<file path="src/source/board_pkg.sv">
package board_pkg;

	localparam int pin_width = 32;

	// Bit positions in the output pin register.
	localparam int gpio_base = 0;
	localparam int led_base = 8;
	localparam int dac_base = 11;
	localparam int uart_bit = 15;
	localparam int vga_b_base = 16;
	localparam int vga_r_base = 20;
	localparam int vga_g_base = 24;
	localparam int hs_bit = 28;
	localparam int vs_bit = 29;

	// Up sits in bit 0, as on the input byte of the board.
	typedef struct packed {
		logic b;
		logic a;
		logic right;
		logic left;
		logic down;
		logic up;
	} buttons_t;

	typedef struct packed {
		logic blue;
		logic green;
		logic red;
	} led_t;

	typedef struct packed {
		logic       vs;
		logic       hs;
		logic [3:0] g;
		logic [3:0] r;
		logic [3:0] b;
	} vga_t;

	typedef struct packed {
		logic sdin;
		logic sclk;
		logic lrclk;
		logic mclk;
	} dac_t;

endpackage

</file>
<file path="src/source/script_pkg.sv">
package script_pkg;

	// First address fetched after reset.
	localparam logic [23:0] boot_addr = 24'h000000;

	// Core reset is held this many cycles after the board reset goes away.
	localparam logic [4:0] reset_hold = 5'd16;

	localparam logic [7:0] flash_read_cmd = 8'h03; // Plain read, no dummy cycles.

	// Flash deselects after this many idle cycles with no request.
	localparam logic [5:0] idle_release = 6'd48;

	typedef enum logic [7:0] {
		op_set_lane     = 8'h01,
		op_wait_buttons = 8'h02,
		op_delay        = 8'h03,
		op_jump         = 8'h04,
		op_halt         = 8'h05
	} opcode_t;

	// The opcode is the first byte in flash, arg_c the last.
	// set_lane: arg_a lane, arg_b data.
	// wait_buttons: arg_a mask, arg_b pattern.
	// delay: arg_b high count byte, arg_c low count byte.
	// jump: arg_a, arg_b, arg_c form the 24-bit target.
	typedef struct packed {
		opcode_t    opcode;
		logic [7:0] arg_a;
		logic [7:0] arg_b;
		logic [7:0] arg_c;
	} instr_t;

	typedef struct packed {
		logic        restart;
		logic [23:0] addr;
	} fetch_req_t;

endpackage

</file>
<file path="src/source/board_top.sv">
module board_top
	import board_pkg::*, script_pkg::*;
(
	input  logic       clk,
	input  logic       rst_n,
	input  buttons_t   buttons,
	output led_t       leds,
	output vga_t       vga,
	output dac_t       dac,
	output logic       uart_tx,
	output logic [1:0] gpio,
	output logic       flash_cs_n,
	output logic       flash_sck,
	output logic       flash_mosi,
	input  logic       flash_miso
);

	logic                 core_rst_n;
	logic                 fetch_req;
	fetch_req_t           fetch_cmd;
	logic                 fetch_ack;
	logic [7:0]           fetch_data;
	logic                 lane_we;
	logic [1:0]           lane_sel;
	logic [7:0]           lane_data;
	logic [pin_width-1:0] pins;
	buttons_t             buttons_sync;

	por_reset i_por_reset (
		.clk        (clk),
		.rst_n      (rst_n),
		.core_rst_n (core_rst_n)
	);

	spi_flash_reader i_reader (
		.clk        (clk),
		.rst_n      (core_rst_n),
		.fetch_req  (fetch_req),
		.fetch_cmd  (fetch_cmd),
		.fetch_ack  (fetch_ack),
		.fetch_data (fetch_data),
		.flash_cs_n (flash_cs_n),
		.flash_sck  (flash_sck),
		.flash_mosi (flash_mosi),
		.flash_miso (flash_miso)
	);

	script_sequencer i_sequencer (
		.clk          (clk),
		.rst_n        (core_rst_n),
		.fetch_req    (fetch_req),
		.fetch_cmd    (fetch_cmd),
		.fetch_ack    (fetch_ack),
		.fetch_data   (fetch_data),
		.lane_we      (lane_we),
		.lane_sel     (lane_sel),
		.lane_data    (lane_data),
		.buttons_sync (buttons_sync)
	);

	pin_bank i_pin_bank (
		.clk          (clk),
		.rst_n        (core_rst_n),
		.lane_we      (lane_we),
		.lane_sel     (lane_sel),
		.lane_data    (lane_data),
		.pins         (pins),
		.buttons      (buttons),
		.buttons_sync (buttons_sync)
	);

	// Pin register to board pins. Bits 2 to 7 and 30 to 31 are not wired out.
	assign gpio = pins[gpio_base +: 2];
	assign leds = pins[led_base +: $bits(led_t)];
	assign dac = pins[dac_base +: $bits(dac_t)];
	assign uart_tx = pins[uart_bit];
	assign vga.b = pins[vga_b_base +: 4];
	assign vga.r = pins[vga_r_base +: 4];
	assign vga.g = pins[vga_g_base +: 4];
	assign vga.hs = pins[hs_bit];
	assign vga.vs = pins[vs_bit];

endmodule

</file>
<file path="src/source/pin_bank.sv">
module pin_bank
	import board_pkg::*;
(
	input  logic                 clk,
	input  logic                 rst_n,
	input  logic                 lane_we,
	input  logic [1:0]           lane_sel,
	input  logic [7:0]           lane_data,
	output logic [pin_width-1:0] pins,
	input  buttons_t             buttons,
	output buttons_t             buttons_sync
);

	buttons_t buttons_meta;

	always_ff @(posedge clk)
	begin
		if (!rst_n)
			pins <= '0;
		else if (lane_we)
			pins[{lane_sel, 3'b000} +: 8] <= lane_data; // One byte lane per write.
	end

	// Buttons are asynchronous to clk.
	always_ff @(posedge clk)
	begin
		if (!rst_n)
		begin
			buttons_meta <= '0;
			buttons_sync <= '0;
		end
		else
		begin
			buttons_meta <= buttons;
			buttons_sync <= buttons_meta;
		end
	end

endmodule

</file>
<file path="src/source/por_reset.sv">
module por_reset
	import script_pkg::*;
(
	input  logic clk,
	input  logic rst_n,
	output logic core_rst_n
);

	logic [$bits(reset_hold)-1:0] hold_cnt;
	logic                         hold_done;

	always_ff @(posedge clk)
	begin
		if (!rst_n)
		begin
			hold_cnt <= '0;
			hold_done <= 1'b0;
		end
		else
		begin
			if (hold_cnt != reset_hold)
				hold_cnt <= hold_cnt + 1'b1; // Saturates once the hold time is reached.
			hold_done <= (hold_cnt >= reset_hold - 1'b1);
		end
	end

	// The board reset reaches the core without waiting for a clock edge.
	assign core_rst_n = rst_n && hold_done;

endmodule

</file>
<file path="src/source/script_sequencer.sv">
module script_sequencer
	import board_pkg::*, script_pkg::*;
(
	input  logic       clk,
	input  logic       rst_n,
	output logic       fetch_req,
	output fetch_req_t fetch_cmd,
	input  logic       fetch_ack,
	input  logic [7:0] fetch_data,
	output logic       lane_we,
	output logic [1:0] lane_sel,
	output logic [7:0] lane_data,
	input  buttons_t   buttons_sync
);

	typedef enum logic [2:0] {
		s_issue,
		s_fetch,
		s_exec,
		s_delay,
		s_wait_btn,
		s_halt
	} seq_state_t;

	seq_state_t  state;
	instr_t      instr;
	logic [1:0]  byte_cnt;
	logic [15:0] delay_cnt;
	logic        buttons_match;

	// Only buttons selected by the mask in arg_a are compared with arg_b.
	assign buttons_match = ((buttons_sync ^ instr.arg_b[$bits(buttons_t)-1:0])
		& instr.arg_a[$bits(buttons_t)-1:0]) == '0;

	assign lane_we = (state == s_exec) && (instr.opcode == op_set_lane);
	assign lane_sel = instr.arg_a[1:0];
	assign lane_data = instr.arg_b;

	always_ff @(posedge clk)
	begin
		if (!rst_n)
		begin
			state <= s_issue;
			fetch_req <= 1'b0;
			fetch_cmd.restart <= 1'b1; // The first fetch opens a read at the boot address.
			fetch_cmd.addr <= boot_addr;
			byte_cnt <= 2'd0;
		end
		else
		begin
			case (state)
				s_issue:
				begin
					// Four-phase handshake: the previous ack must be gone first.
					if (!fetch_ack)
					begin
						fetch_req <= 1'b1;
						state <= s_fetch;
					end
				end
				s_fetch:
				begin
					if (fetch_ack)
					begin
						fetch_req <= 1'b0;
						fetch_cmd.restart <= 1'b0;
						instr <= instr_t'({instr[23:0], fetch_data});
						byte_cnt <= byte_cnt + 1'b1;
						state <= (byte_cnt == 2'd3) ? s_exec : s_issue;
					end
				end
				s_exec:
				begin
					case (instr.opcode)
						op_set_lane:
							state <= s_issue;
						op_wait_buttons:
							state <= s_wait_btn;
						op_delay:
						begin
							delay_cnt <= {instr.arg_b, instr.arg_c};
							state <= s_delay;
						end
						op_jump:
						begin
							fetch_cmd.restart <= 1'b1;
							fetch_cmd.addr <= {instr.arg_a, instr.arg_b, instr.arg_c};
							state <= s_issue;
						end
						default:
							state <= s_halt;
					endcase
				end
				s_delay:
				begin
					if (delay_cnt == 16'd0)
						state <= s_issue;
					else
						delay_cnt <= delay_cnt - 1'b1;
				end
				s_wait_btn:
				begin
					if (buttons_match)
						state <= s_issue;
				end
				s_halt:
					state <= s_halt; // No more fetches until the next reset.
				default:
					state <= s_halt;
			endcase
		end
	end

	// Catches a script image holding a byte that is no opcode.
	assert property (@(posedge clk) disable iff (!rst_n)
		(state == s_exec) |->
			(instr.opcode inside {op_set_lane, op_wait_buttons, op_delay, op_jump, op_halt}))
		else $error("Illegal opcode %h reached the decoder.", instr.opcode);

endmodule

</file>
<file path="src/source/spi_flash_reader.sv">
module spi_flash_reader
	import script_pkg::*;
(
	input  logic       clk,
	input  logic       rst_n,
	input  logic       fetch_req,
	input  fetch_req_t fetch_cmd,
	output logic       fetch_ack,
	output logic [7:0] fetch_data,
	output logic       flash_cs_n,
	output logic       flash_sck,
	output logic       flash_mosi,
	input  logic       flash_miso
);

	typedef enum logic [2:0] {
		rd_idle,
		rd_command,
		rd_address,
		rd_data,
		rd_hand_off,
		rd_release
	} rd_state_t;

	rd_state_t                      state;
	logic [31:0]                    sh_out;  // Command byte and address, MSB first.
	logic [7:0]                     sh_in;
	logic [4:0]                     bit_cnt;
	logic [23:0]                    rd_addr; // Address of the next byte the flash returns.
	logic [$bits(idle_release)-1:0] idle_cnt;

	assign flash_mosi = sh_out[31];
	assign fetch_data = sh_in;

	always_ff @(posedge clk)
	begin
		if (!rst_n)
		begin
			state <= rd_idle;
			fetch_ack <= 1'b0;
			flash_cs_n <= 1'b1;
			flash_sck <= 1'b0;
			sh_out <= '0;
			bit_cnt <= '0;
			rd_addr <= boot_addr;
			idle_cnt <= '0;
		end
		else
		begin
			case (state)
				rd_idle:
				begin
					if (fetch_req)
					begin
						idle_cnt <= '0;
						if (fetch_cmd.restart)
							rd_addr <= fetch_cmd.addr;
						// A closed flash needs the full command again, at the tracked address.
						if (fetch_cmd.restart || flash_cs_n)
						begin
							flash_cs_n <= 1'b1;
							state <= rd_release;
						end
						else
						begin
							bit_cnt <= 5'd7;
							state <= rd_data;
						end
					end
					else if (!flash_cs_n)
					begin
						if (idle_cnt == idle_release)
						begin
							flash_cs_n <= 1'b1;
							idle_cnt <= '0;
						end
						else
							idle_cnt <= idle_cnt + 1'b1;
					end
				end
				rd_release:
				begin
					flash_cs_n <= 1'b0;
					sh_out <= {flash_read_cmd, rd_addr};
					bit_cnt <= 5'd7;
					state <= rd_command;
				end
				rd_command, rd_address:
				begin
					flash_sck <= !flash_sck;
					if (flash_sck)
					begin
						sh_out <= {sh_out[30:0], 1'b0}; // Next bit goes out on the falling edge.
						bit_cnt <= bit_cnt - 1'b1;
						if (bit_cnt == 5'd0)
						begin
							if (state == rd_command)
							begin
								bit_cnt <= 5'd23;
								state <= rd_address;
							end
							else
							begin
								bit_cnt <= 5'd7;
								state <= rd_data;
							end
						end
					end
				end
				rd_data:
				begin
					flash_sck <= !flash_sck;
					if (!flash_sck)
						sh_in <= {sh_in[6:0], flash_miso}; // Sample as SCK rises.
					else
					begin
						bit_cnt <= bit_cnt - 1'b1;
						if (bit_cnt == 5'd0)
						begin
							rd_addr <= rd_addr + 1'b1;
							state <= rd_hand_off;
						end
					end
				end
				rd_hand_off:
				begin
					fetch_ack <= 1'b1;
					if (fetch_ack && !fetch_req)
					begin
						fetch_ack <= 1'b0;
						state <= rd_idle;
					end
				end
				default:
					state <= rd_idle;
			endcase
		end
	end

	assert property (@(posedge clk) disable iff (!rst_n) $rose(fetch_ack) |-> fetch_req)
		else $error("fetch_ack rose with no fetch_req pending.");

	assert property (@(posedge clk) disable iff (!rst_n) flash_cs_n |-> !flash_sck)
		else $error("flash_sck toggled while the flash was deselected.");

endmodule

</file>
<file path="config.mk">
export PLATFORM = sky130hd
export DESIGN_NAME = board_top
export DESIGN_NICKNAME = d
export VERILOG_FILES = /design/src/source/board_pkg.sv /design/src/source/script_pkg.sv /design/src/source/board_top.sv /design/src/source/pin_bank.sv /design/src/source/por_reset.sv /design/src/source/script_sequencer.sv /design/src/source/spi_flash_reader.sv
export SDC_FILE = /design/constraint.sdc
export NUM_CORES = 1
export LEC_CHECK = 0
export BUFFER_PORTS_ARGS = -buffer_cell sky130_fd_sc_hd__buf_4
export CORE_MARGIN = 5
export CORE_UTILIZATION = 45
export DETAILED_ROUTE_END_ITERATION = 7
export HOLD_SLACK_MARGIN = 0.02
export PLACE_DENSITY_LB_ADDON = 0.08
export SLEW_MARGIN = 10
export SYNTH_ARGS = -nofsm -noshare
export SYNTH_HDL_FRONTEND = slang
export SYNTH_HIERARCHICAL = 1
export SYNTH_SLANG_ARGS = --single-unit
</file>
<file path="constraint.sdc">
create_clock -name clk -period 5.7 [get_ports clk]
set_clock_uncertainty 0.15 [all_clocks]
set_input_delay 0.855 -clock clk [delete_from_list [all_inputs] [get_ports clk]]
set_output_delay 0.855 -clock clk [all_outputs]
set_load 0.01 [all_outputs]
</file>
==> insert_results.sql, run 1 <==
INSERT INTO impl_metrics (metric_group, metric, value, unit) VALUES
('cts', 'clk-insertion-delay-late', '0.51', 'ns'),
('synthesis', 'synth.avg_cell_area', '9.60', 'µm²'),
('global_route', 'grt_antenna_before_repair', '0', ''),
('power', 'power_frac_seq', '48.8', '%'),
('worst_setup_path', 'path_cells', 'or4_1, nor2_2, nand3b_1, nor3_1, and4bb_1, a32o_1', ''),
('power', 'p_sw', '0.595', 'mW'),
('die', 'die_x', '153', 'µm'),
('drt', 'iter_0_drt_violations', '487', ''),
('drt', 'route.final.wire_length', '20300', 'µm'),
('drt', 'wl_per_cell', '16.3', 'µm'),
('die', 'initial_core_util', '45.6', '%'),
('power', 'power_switching_share', '19.7', '%'),
('cts', 'clock_tree.htree_level_count', '1', ''),
('drt', 'via_per_inst', '5.48', ''),
('drt', 'detail-route-antenna-nets', '0', ''),
('global_route', 'grt_max_degree', '44', ''),
('min_path', 'hold_path_cell_cnt', '1', ''),
('synthesis', 'synth-warning-count', '6', ''),
('power', 'power_report.internal_total', '2.42', 'mW'),
('timing', 'timing_limited_maximum_frequency', '318', 'MHz'),
('worst_setup_path', 'critical_path.reg2reg.endpoint', 'i_pin_bank/pins[8]', ''),
('global_route', 'gr-usage-all-layers', '16.9', '%'),
('drt', 'first_pass_iters', '5', ''),
('run_status', 'outcome', 'completed', ''),
('worst_setup_path', 'regToRegSetupSlack', '2.55', 'ns'),
('cts', 'tritoncts_num_sinks', '202', ''),
('placed_design', 'io_buffer_count', '35', ''),
('cts', 'ctsHoldBuffers', '0', ''),
('finish', 'diodes', '0', ''),
('synthesis', 'syn_nets', '985', ''),
('global_route', 'grt_overflow', '0', ''),
('timing', 'maxSlewHeadroom', '28.8', '%'),
('timing', 'min_period_over_period', '55.2', '%'),
('worst_setup_path', 'endpoint_kind', 'flop', ''),
('drt', 'remaining_drc_errors', '0', ''),
('min_path', 'min-delay-path-class', 'reg -> reg', ''),
('cts', 'cells_resized_by_post_cts_repair', '0', ''),
('placed_design', 'detailedPlacementHpwl', '13600', 'µm'),
('worst_setup_path', 'crit_path_max_fanout', '14', ''),
('cts', 'numCtsBuffers', '24', ''),
('cts', 'root_buffer', 'sky130_fd_sc_hd__clkbuf_16', ''),
('timing', 'hold_violations', '0', ''),
('die', 'fp.dieArea', '23500', 'µm²'),
('worst_setup_path', 'critical_path.reg2reg.startpoint', 'i_sequencer/instr[29]', ''),
('global_route', 'first_global_vias', '6375', ''),
('timing', 'final-max-slew-violation-count', '0', ''),
('timing', 'fin_tns_setup', '0', 'ns'),
('timing', 'finalSetupViolCount', '0', ''),
('worst_setup_path', 'start_kind', 'flop', ''),
('timing', 'rsz0062_at_grt', 'false', ''),
('worst_setup_path', 'crit_path_max_incr_delay', '0.80', 'ns'),
('die', 'core_area', '20200', 'µm²'),
('synthesis', 'synthCells', '961', ''),
('worst_setup_path', 'critPathKind', 'reg -> reg', ''),
('power', 'p_clk_share', '50.8', '%'),
('finish', 'final_nets', '982', ''),
('finish', 'fillCellCount', '1907', ''),
('finish', 'final_util', '51.2', '%'),
('die', 'die_y', '153', 'µm'),
('cts', 'worst_setup_hold_path_clk_slew', '0.06', 'ns'),
('placed_design', 'gpl.final_weighted_congestion', '0.816', ''),
('worst_setup_path', 'data_required_time_of_the_critical_path', '5.99', 'ns'),
('cts', 'cts_setup_buffers', '0', ''),
('finish', 'flow.area_growth_from_synthesis', '12.2', '%'),
('power', 'p_leak', '3.44', 'nW'),
('worst_setup_path', 'cp_slowest_cell', 'sky130_fd_sc_hd__nor3_1', ''),
('die', 'top_level_ports', '36', ''),
('timing', 'finalCriticalPeriod', '3.15', 'ns'),
('finish', 'layout-drive-gt1-share', '12.1', '%'),
('die', 'floorplan.rows', '52', ''),
('power', 'ir_drop', '0.210', 'mV'),
('power', 'power_density', '291', 'nW/µm²'),
('worst_setup_path', 'reg2reg_depth', '6', ''),
('worst_setup_path', 'worst-endpoint-arrival', '3.44', 'ns'),
('flow_run', 'max_cap_violations', '0', ''),
('cts', 'cts_buffer_depth', '3', ''),
('cts', 'tritoncts_clock_tree', 'built', ''),
('global_route', 'first_pass_grt_wire_length', '33800', 'µm'),
('power', 'share_comb_of_total_power', '0.4', '%'),
('power', 'total_power', '3.01', 'mW'),
('timing', 'tightestPinTransition', '1.06', 'ns'),
('min_path', 'min_to', 'i_pin_bank/buttons_sync[1]', ''),
('synthesis', 'synth_area', '9230', 'µm²'),
('drt', 'num_vias', '6819', ''),
('min_path', 'hold_path_startpoint', 'i_pin_bank/buttons_meta[1]', '');
layer usage:
metal	vias to the layer above	global-route usage (%)	share of wire, %
li1	3506	-	-
met1	3197	25.0	50
met2	88	26.4	45
met3	28	2.52	3.6
met4	0	3.90	1.7
met5	-	0	0
critical path, delay by kind of cell (launching register included):
family | cells | cell delay [ns]
simple gates | 5 | 2.34
flops | 1 | 0.35
compound gates | 1 | 0.25
cell usage in the layout, fill, tap and decap left out, types with 10 or more instances in the layout:
cell type and count:
sky130_fd_sc_hd__dfxtp_1 146, sky130_fd_sc_hd__nand2_1 133, sky130_fd_sc_hd__nor2_1 66, sky130_fd_sc_hd__o21ai_0 57, sky130_fd_sc_hd__edfxtp_1 56, sky130_fd_sc_hd__buf_4 45
sky130_fd_sc_hd__a21oi_1 39, sky130_fd_sc_hd__and2_1 29, sky130_fd_sc_hd__clkbuf_16 25, sky130_fd_sc_hd__a32o_1 24, sky130_fd_sc_hd__nand3_1 24, sky130_fd_sc_hd__a311oi_1 24
sky130_fd_sc_hd__a21boi_1 20, sky130_fd_sc_hd__inv_1 16, sky130_fd_sc_hd__nor3_1 16, sky130_fd_sc_hd__ha_1 15, sky130_fd_sc_hd__nand4_1 14, sky130_fd_sc_hd__xnor2_1 14
sky130_fd_sc_hd__mux2i_1 11, sky130_fd_sc_hd__a22oi_1 11, sky130_fd_sc_hd__nor4_1 11, sky130_fd_sc_hd__xor2_1 10
metrics by stage:
step	setup slack (ns)	cell area [µm²]	hold WS (ns)	cells
after floorplan	2.78	9230	0.250	961
after global placement	2.36	9540	0.252	1202
after detailed placement	2.23	9540	0.268	1202
after CTS	2.59	10400	0.281	1245
after global routing	2.35	10400	0.291	1245
final	2.55	10400	0.278	1245
worst max path at each step:
stage / from / to / slack, ns / cells past startpoint
final: i_sequencer/instr[29] / i_pin_bank/pins[8] / 2.55 / 6
after CTS: i_sequencer/instr[29] / i_pin_bank/pins[26] / 2.59 / 6
after floorplan: rst_n / i_sequencer/instr[0] / 2.78 / 4
after detailed placement: rst_n / i_reader/fetch_data[2] / 2.23 / 5
after global routing: i_reader/state[2] / i_reader/sh_out[3] / 2.35 / 6
after global placement: rst_n / i_reader/rd_addr[22] / 2.36 / 7
sequential cells by signal (all words and copies together) (netlist names), 2 cells and up:
name and cells:
i_sequencer/lane_data 8, i_pin_bank/buttons_sync 6, i_por_reset/hold_cnt 5, i_sequencer/instr 22
i_reader/rd_addr 24, i_reader/state 3, i_reader/idle_cnt 6, i_sequencer/lane_sel 2
i_sequencer/delay_cnt 16, i_sequencer/byte_cnt 2, i_pin_bank/pins 24, i_reader/sh_out 32
i_reader/fetch_data 8, i_pin_bank/buttons_meta 6, i_sequencer/state 3, i_sequencer/fetch_cmd 25
i_reader/bit_cnt 5
layout make-up:
class	instances	area [µm²]	share of cell area, %
Sequential cell	202	4600	44.5
Multi-Input combinational cell	668	4200	40.5
Clock buffer	31	688	6.65
Timing Repair Buffer	45	338	3.26
Tap cell	270	338	3.26
Clock inverter	12	124	1.20
Inverter	17	63.8	0.616
power groups by stage:
stage | Clock (mW) | Sequential (mW) | Combinational, mW
floorplan | 0 | 1.50 | 0.00616
global placement | 0 | 1.50 | 0.0108
detailed placement | 0 | 1.50 | 0.0107
CTS | 1.58 | 1.47 | 0.0107
global route | 1.64 | 1.47 | 0.0124
finish | 1.53 | 1.47 | 0.0106
No activity file was read; power rests on OpenSTA's default activity.
==> run 2: changes to the inputs <==
==> constraint.sdc (replaced) <==
create_clock -name clk -period 2.5 [get_ports clk]
set_clock_uncertainty 0.15 [all_clocks]
set_input_delay 0.375 -clock clk [delete_from_list [all_inputs] [get_ports clk]]
set_output_delay 0.375 -clock clk [all_outputs]
set_load 0.01 [all_outputs]
==> run 2 against run 1 <==
Against the previous run: setup slack lost 2.4 ns; highest routed layer unchanged; wire length grew 6.0%; sequential share of layout area shrank 1.3 points; via count grew 4.2%; clock-buffer cell count grew 1; die area is the same; cell count grew 3.6%; sequential cell count is the same.
==> insert_results.sql, run 2 (synthesis results as in run 1) <==
INSERT INTO impl_metrics (metric_group, metric, value, unit) VALUES
('die', 'floorplan.rows', '52', ''),
('die', 'top_level_ports', '36', ''),
('drt', 'iter_0_drt_violations', '415', ''),
('worst_setup_path', 'critical_path.reg2reg.startpoint', 'i_sequencer/delay_cnt[0]', ''),
('power', 'power_switching_share', '19.9', '%'),
('die', 'initial_core_util', '45.6', '%'),
('cts', 'worst_setup_hold_path_clk_slew', '0.06', 'ns'),
('worst_setup_path', 'endpoint_kind', 'flop', ''),
('drt', 'first_pass_iters', '5', ''),
('min_path', 'hold_path_startpoint', 'rst_n', ''),
('global_route', 'grt_max_degree', '59', ''),
('timing', 'rsz0062_at_grt', 'false', ''),
('run_status', 'outcome', 'completed', ''),
('power', 'power_density', '610', 'nW/µm²'),
('timing', 'fin_tns_setup', '0', 'ns'),
('worst_setup_path', 'critPathKind', 'reg -> reg', ''),
('die', 'die_x', '153', 'µm'),
('power', 'share_comb_of_total_power', '0.5', '%'),
('power', 'p_clk_share', '48.0', '%'),
('finish', 'finalInstanceArea', '10700', 'µm²'),
('worst_setup_path', 'crit_start', 'i_sequencer/delay_cnt[0]', ''),
('finish', 'largest_register', 'i_reader/sh_out', ''),
('worst_setup_path', 'start_kind', 'flop', ''),
('die', 'die_y', '153', 'µm'),
('worst_setup_path', 'data_required_time_of_the_critical_path', '2.61', 'ns'),
('finish', 'biggestRegsByFlops', 'i_reader/sh_out: 32 flops, i_sequencer/fetch_cmd: 25 flops', ''),
('global_route', 'first_global_vias', '6659', ''),
('global_route', 'first_pass_grt_wire_length', '35100', 'µm'),
('drt', 'wl_per_cell', '16.7', 'µm'),
('power', 'p_sw', '1.30', 'mW'),
('timing', 'tightestPinTransition', '0.555', 'ns'),
('timing', 'timing_limited_maximum_frequency', '429', 'MHz'),
('finish', 'layout.cells.most_common_list', '146 x sky130_fd_sc_hd__dfxtp_1, 133 x sky130_fd_sc_hd__nand2_1, 82 x sky130_fd_sc_hd__buf_4', ''),
('finish', 'diodes', '0', ''),
('finish', 'layout-drive-gt1-share', '14.9', '%'),
('worst_setup_path', 'crit_path_max_fanout', '16', ''),
('timing', 'min_period_over_period', '93.3', '%'),
('drt', 'detail-route-antenna-nets', '0', ''),
('power', 'total_power', '6.51', 'mW'),
('finish', 'final_nets', '1028', ''),
('die', 'fp.dieArea', '23500', 'µm²'),
('drt', 'via_per_inst', '5.51', ''),
('timing', 'maxSlewHeadroom', '62.7', '%'),
('cts', 'tritoncts_clock_tree', 'built', ''),
('timing', 'finalSetupViolCount', '0', ''),
('die', 'core_area', '20200', 'µm²'),
('finish', 'final_util', '52.7', '%'),
('finish', 'largest_register_ffs', '32', ''),
('drt', 'num_vias', '7103', ''),
('global_route', 'grt_antenna_before_repair', '0', ''),
('power', 'power_report.internal_total', '5.22', 'mW'),
('cts', 'tritoncts_num_sinks', '202', ''),
('cts', 'clock_tree.htree_level_count', '1', ''),
('timing', 'finalCriticalPeriod', '2.33', 'ns'),
('power', 'p_leak', '3.63', 'nW'),
('placed_design', 'gpl.final_weighted_congestion', '0.786', ''),
('finish', 'multiInputGateArea', '4210', 'µm²'),
('placed_design', 'detailedPlacementHpwl', '14700', 'µm'),
('global_route', 'grt_overflow', '0', ''),
('placed_design', 'placement.cell_area', '9890', 'µm²'),
('placed_design', 'io_buffer_count', '35', ''),
('cts', 'root_buffer', 'sky130_fd_sc_hd__clkbuf_16', ''),
('drt', 'remaining_drc_errors', '0', ''),
('finish', 'flow.area_growth_from_synthesis', '15.7', '%'),
('finish', 'layout_commonest_cell', 'sky130_fd_sc_hd__dfxtp_1', ''),
('power', 'power_frac_seq', '51.5', '%'),
('worst_setup_path', 'worst-endpoint-arrival', '2.45', 'ns'),
('global_route', 'gr-usage-all-layers', '17.7', '%'),
('flow_run', 'max_cap_violations', '0', ''),
('power', 'ir_drop', '0.429', 'mV'),
('cts', 'clk-insertion-delay-late', '0.50', 'ns'),
('drt', 'route.final.wire_length', '21500', 'µm'),
('cts', 'numCtsBuffers', '22', ''),
('finish', 'seq_area', '4600', 'µm²'),
('min_path', 'min-delay-path-class', 'in -> reg', ''),
('timing', 'hold_violations', '0', ''),
('cts', 'cts_buffer_depth', '3', ''),
('finish', 'fillCellCount', '1875', ''),
('timing', 'final-max-slew-violation-count', '0', '');
-- run 2: cell types whose count changed in the layout (fill, tap and decap cells not counted), sizes merged --
cell | previous run | this run
bufinv | 2 | 1
dlygate4sd3 | 0 | 7
clkbuf | 31 | 32
buf | 45 | 86
clkinv | 8 | 7
inv | 18 | 16
-- run 2: critical path, stage by stage (launching register included) --
cell and delay [ns]:
sky130_fd_sc_hd__edfxtp_1 0.42, sky130_fd_sc_hd__inv_1 0.11, sky130_fd_sc_hd__ha_1 0.14, sky130_fd_sc_hd__or4b_4 0.47
sky130_fd_sc_hd__nor4_4 0.34, sky130_fd_sc_hd__mux2i_1 0.11, sky130_fd_sc_hd__and3_1 0.21, sky130_fd_sc_hd__buf_12 0.16
-- run 2: power groups by stage --
stage / logic, mW / clock network [mW] / registers [mW]
floorplan: 0.0140 / 0 / 3.42
global placement: 0.0239 / 0 / 3.43
detailed placement: 0.0248 / 0 / 3.43
CTS: 0.0336 / 3.21 / 3.35
global route: 0.0381 / 3.33 / 3.35
finish: 0.0333 / 3.13 / 3.35
-- run 2: final cells by class --
class	count	share of cell area, %
repair buffers	93	7.18
well taps	270	3.17
flip-flops and latches	202	43.1
clock buffers	32	5.90
multi-input cells	668	39.4
clock inverters	8	0.610
inverters	17	0.598
-- run 2: metrics by stage --
stage          worst slack, ns  std cells  hold WS [ns]
6_report                 0.166       1290        0.0356
5_1_grt                 0.0451       1290        0.0327
4_1_cts                 0.0756       1289        0.0212
2_1_floorplan           0.0591        961         0.250
3_3_place_gp             0.147       1242         0.258
3_5_place_dp            0.0955       1242         0.273
-- run 2: worst paths after layout --
check | endpoint | slack (ns) | depth (start not counted)
setup / recovery | i_sequencer/delay_cnt[5] | 0.17 | 7
hold / removal | i_por_reset/hold_cnt[1] | 0.04 | 3
setup reg to reg | i_sequencer/delay_cnt[5] | 0.17 | 7
hold reg to reg | i_pin_bank/buttons_sync[3] | 0.28 | 1
-- run 2: metal layers --
layer	routed length (µm)	track usage, %	share of wire, %
met1	10500	25.8	49
met2	9610	27.7	45
met3	837	2.49	3.9
met4	537	4.92	2.5
met5	0	0	0
-- run 2: what timing repair did --
item	CTS	global route
setup endpoints to repair	0	20
endpoints found under the hold margin	7	0
buffers inserted	0	1
gates resized for setup	0	2
hold buffers	7	0
==> run 3: changes to the inputs <==
==> constraint.sdc (replaced) <==
create_clock -name clk -period 2.8 [get_ports clk]
set_clock_uncertainty 0.15 [all_clocks]
set_input_delay 0.42 -clock clk [delete_from_list [all_inputs] [get_ports clk]]
set_output_delay 0.42 -clock clk [all_outputs]
set_load 0.01 [all_outputs]
==> run 3 against run 2 <==
Against the previous run: first-iteration DRC count decreased by 7.2%; utilization decreased by 0.75 points; via count decreased by 1.1%; power decreased by 9.2%; sequential cell count unchanged; setup slack improved by 0.13 ns; die area unchanged; clock-buffer cell count increased by 4; fmax decreased by 6.8%; final area decreased by 1.4%.
==> insert_results.sql, run 3 (synthesis results as in run 1) <==
INSERT INTO impl_metrics (metric_group, metric, value, unit) VALUES
('die', 'fp.dieArea', '23500', 'µm²'),
('worst_setup_path', 'critPathKind', 'reg -> reg', ''),
('cts', 'tritoncts_clock_tree', 'built', ''),
('die', 'floorplan.rows', '52', ''),
('timing', 'finalCriticalPeriod', '2.51', 'ns'),
('global_route', 'gr-usage-all-layers', '17.5', '%'),
('die', 'initial_core_util', '45.6', '%'),
('drt', 'detail-route-antenna-nets', '0', ''),
('power', 'power_report.internal_total', '4.75', 'mW'),
('worst_setup_path', 'endpoint_kind', 'flop', ''),
('timing', 'fin_tns_setup', '0', 'ns'),
('global_route', 'grt_max_degree', '55', ''),
('run_status', 'outcome', 'completed', ''),
('min_path', 'min-delay-path-class', 'in -> reg', ''),
('die', 'core_area', '20200', 'µm²'),
('worst_setup_path', 'start_kind', 'flop', ''),
('cts', 'tritoncts_num_sinks', '202', ''),
('finish', 'layout_commonest_cell', 'sky130_fd_sc_hd__dfxtp_1', ''),
('global_route', 'grt_overflow', '0', ''),
('worst_setup_path', 'worst-endpoint-arrival', '2.80', 'ns'),
('timing', 'tightestPinTransition', '0.597', 'ns'),
('timing', 'rsz0062_at_grt', 'false', ''),
('timing', 'finalSetupViolCount', '0', ''),
('finish', 'flow.area_growth_from_synthesis', '14.0', '%'),
('timing', 'maxSlewHeadroom', '59.9', '%'),
('power', 'ir_drop', '0.435', 'mV'),
('finish', 'fillCellCount', '1882', ''),
('drt', 'route.final.wire_length', '21200', 'µm'),
('drt', 'wl_per_cell', '16.7', 'µm'),
('power', 'power_frac_seq', '50.6', '%'),
('power', 'p_leak', '3.55', 'nW'),
('finish', 'layout-drive-gt1-share', '13.7', '%'),
('drt', 'remaining_drc_errors', '0', ''),
('cts', 'root_buffer', 'sky130_fd_sc_hd__clkbuf_16', ''),
('die', 'die_x', '153', 'µm'),
('drt', 'm1WireLength', '10700', 'µm'),
('drt', 'iter_0_drt_violations', '385', ''),
('global_route', 'grt_antenna_before_repair', '0', ''),
('finish', 'layoutNonFillerInstCount', '1272', ''),
('finish', 'biggestRegsByFlops', 'i_reader/sh_out: 32 flops, i_sequencer/fetch_cmd: 25 flops', ''),
('drt', 'num_vias', '7022', ''),
('die', 'top_level_ports', '36', ''),
('global_route', 'first_pass_grt_wire_length', '34700', 'µm'),
('drt', 'first_pass_iters', '5', ''),
('cts', 'clock_tree.htree_level_count', '1', ''),
('power', 'p_clk_share', '48.9', '%'),
('cts', 'worst_setup_hold_path_clk_slew', '0.06', 'ns'),
('drt', 'topRoutingLayerUsed', 'met4', ''),
('timing', 'timing_limited_maximum_frequency', '399', 'MHz'),
('worst_setup_path', 'path_buf_inv', '1', ''),
('die', 'die_y', '153', 'µm'),
('timing', 'min_period_over_period', '89.5', '%'),
('finish', 'final_nets', '1011', ''),
('timing', 'hold_violations', '0', ''),
('power', 'share_comb_of_total_power', '0.5', '%'),
('cts', 'cts_buffer_depth', '3', ''),
('worst_setup_path', 'worst_path_dominant_cell_family', 'simple AND/OR/NAND/NOR gates', ''),
('placed_design', 'gpl.final_weighted_congestion', '0.801', ''),
('placed_design', 'io_buffer_count', '35', ''),
('finish', 'largest_register', 'i_reader/sh_out', ''),
('cts', 'cells_resized_by_post_cts_repair', '0', ''),
('worst_setup_path', 'crit_path_max_fanout', '14', ''),
('drt', 'via_per_inst', '5.52', ''),
('drt', 'wl_met3', '654', 'µm'),
('placed_design', 'place.detailed.instances', '1225', ''),
('finish', 'diodes', '0', ''),
('placed_design', 'detailedPlacementHpwl', '14500', 'µm'),
('power', 'power_density', '562', 'nW/µm²'),
('power', 'power_switching_share', '19.7', '%'),
('worst_setup_path', 'cp_slowest_cell', 'sky130_fd_sc_hd__or4_1', ''),
('global_route', 'first_global_vias', '6526', ''),
('finish', 'layout.cells.most_common_list', '146 x sky130_fd_sc_hd__dfxtp_1, 133 x sky130_fd_sc_hd__nand2_1, 68 x sky130_fd_sc_hd__buf_4', ''),
('drt', 'met2RoutedLength', '9480', 'µm'),
('timing', 'final-max-slew-violation-count', '0', ''),
('cts', 'clk-insertion-delay-late', '0.51', 'ns'),
('worst_setup_path', 'data_required_time_of_the_critical_path', '3.09', 'ns'),
('cts', 'numCtsBuffers', '23', ''),
('worst_setup_path', 'crit_path_max_incr_delay', '0.54', 'ns'),
('worst_setup_path', 'path_cells', 'or4_1, nor2_2, nand3b_1, nor3_1, buf_4, and4bb_1, a32o_1', ''),
('finish', 'largest_register_ffs', '32', ''),
('power', 'p_sw', '1.17', 'mW'),
('flow_run', 'max_cap_violations', '0', '');
-- run 3: changes by cell type in the layout (fill, tap and decap cells not counted), moves of 2 or more --
cell                       before  now
sky130_fd_sc_hd__buf_12         4    0
sky130_fd_sc_hd__buf_4         82   68
sky130_fd_sc_hd__clkbuf_1       7    4
sky130_fd_sc_hd__clkbuf_8       2    9
sky130_fd_sc_hd__clkinv_2       4    2
-- run 3: worst register-to-register path, delay by kind of cell (launching register included) --
family,cells,cell delay (ns)
and+or+nand+nor,5,1.48
buffers and inverters,1,0.19
DFF,1,0.35
AOI/OAI and AO/OA,1,0.26
-- run 3: power by group through the flow --
| stage | Clock (mW) | Sequential [mW] | Combinational, mW |
|---|---|---|---|
| 2_1_floorplan | 0 | 3.06 | 0.0125 |
| 3_3_place_gp | 0 | 3.06 | 0.0213 |
| 3_5_place_dp | 0 | 3.06 | 0.0223 |
| 4_1_cts | 2.98 | 2.99 | 0.0301 |
| 5_1_grt | 3.10 | 2.99 | 0.0341 |
| 6_report | 2.89 | 3.00 | 0.0297 |
-- run 3: cell type report --
class,instances,area [µm²],share of cell area (%)
Clock buffer,36,714,6.79
Tap cell,270,338,3.21
Clock inverter,4,22.5,0.214
Inverter,17,63.8,0.607
Timing Repair Buffer,75,581,5.52
Multi-Input combinational cell,668,4200,39.9
Sequential cell,202,4600,43.8
-- run 3: final timing paths --
path                                                 start                          to  slack (ns)  cells after the start
worst min register to register  i_pin_bank/buttons_meta[4]  i_pin_bank/buttons_sync[4]        0.28                      1
worst min-delay path                                 rst_n     i_por_reset/hold_cnt[2]        0.07                      2
worst max-delay path                 i_sequencer/instr[29]          i_pin_bank/pins[9]        0.29                      7
worst max register to register       i_sequencer/instr[29]          i_pin_bank/pins[9]        0.29                      7
-- run 3: per-layer routing --
layer / global-route usage [%] / vias to the layer above
met2: 26.9 / 103
met1: 26.1 / 3341
li1: - / 3549
met4: 4.03 / 0
met3: 2.49 / 29
met5: 0 / -
-- run 3: repair_timing --
| item | 4_1_cts | 5_1_grt |
|---|---|---|
| hold buffers | 7 | 0 |
| hold endpoints to repair | 7 | 0 |
| setup endpoints to repair | 0 | 0 |
| buffers inserted | 0 | 0 |
-- run 3: per-stage QoR --
stage / setup WS [ns] / hold WS (ns) / utilization [%] / power (mW) / area (µm²)
6_report: 0.295 / 0.0697 / 52.0 / 5.92 / 10500
3_5_place_dp: 0.326 / 0.269 / 48.0 / 3.08 / 9710
2_1_floorplan: 0.314 / 0.250 / - / 3.07 / 9230
4_1_cts: 0.296 / 0.0546 / 52.0 / 6.00 / 10500
3_3_place_gp: 0.410 / 0.254 / 48.0 / 3.08 / 9710
5_1_grt: 0.0899 / 0.0667 / 52.0 / 6.13 / 10500
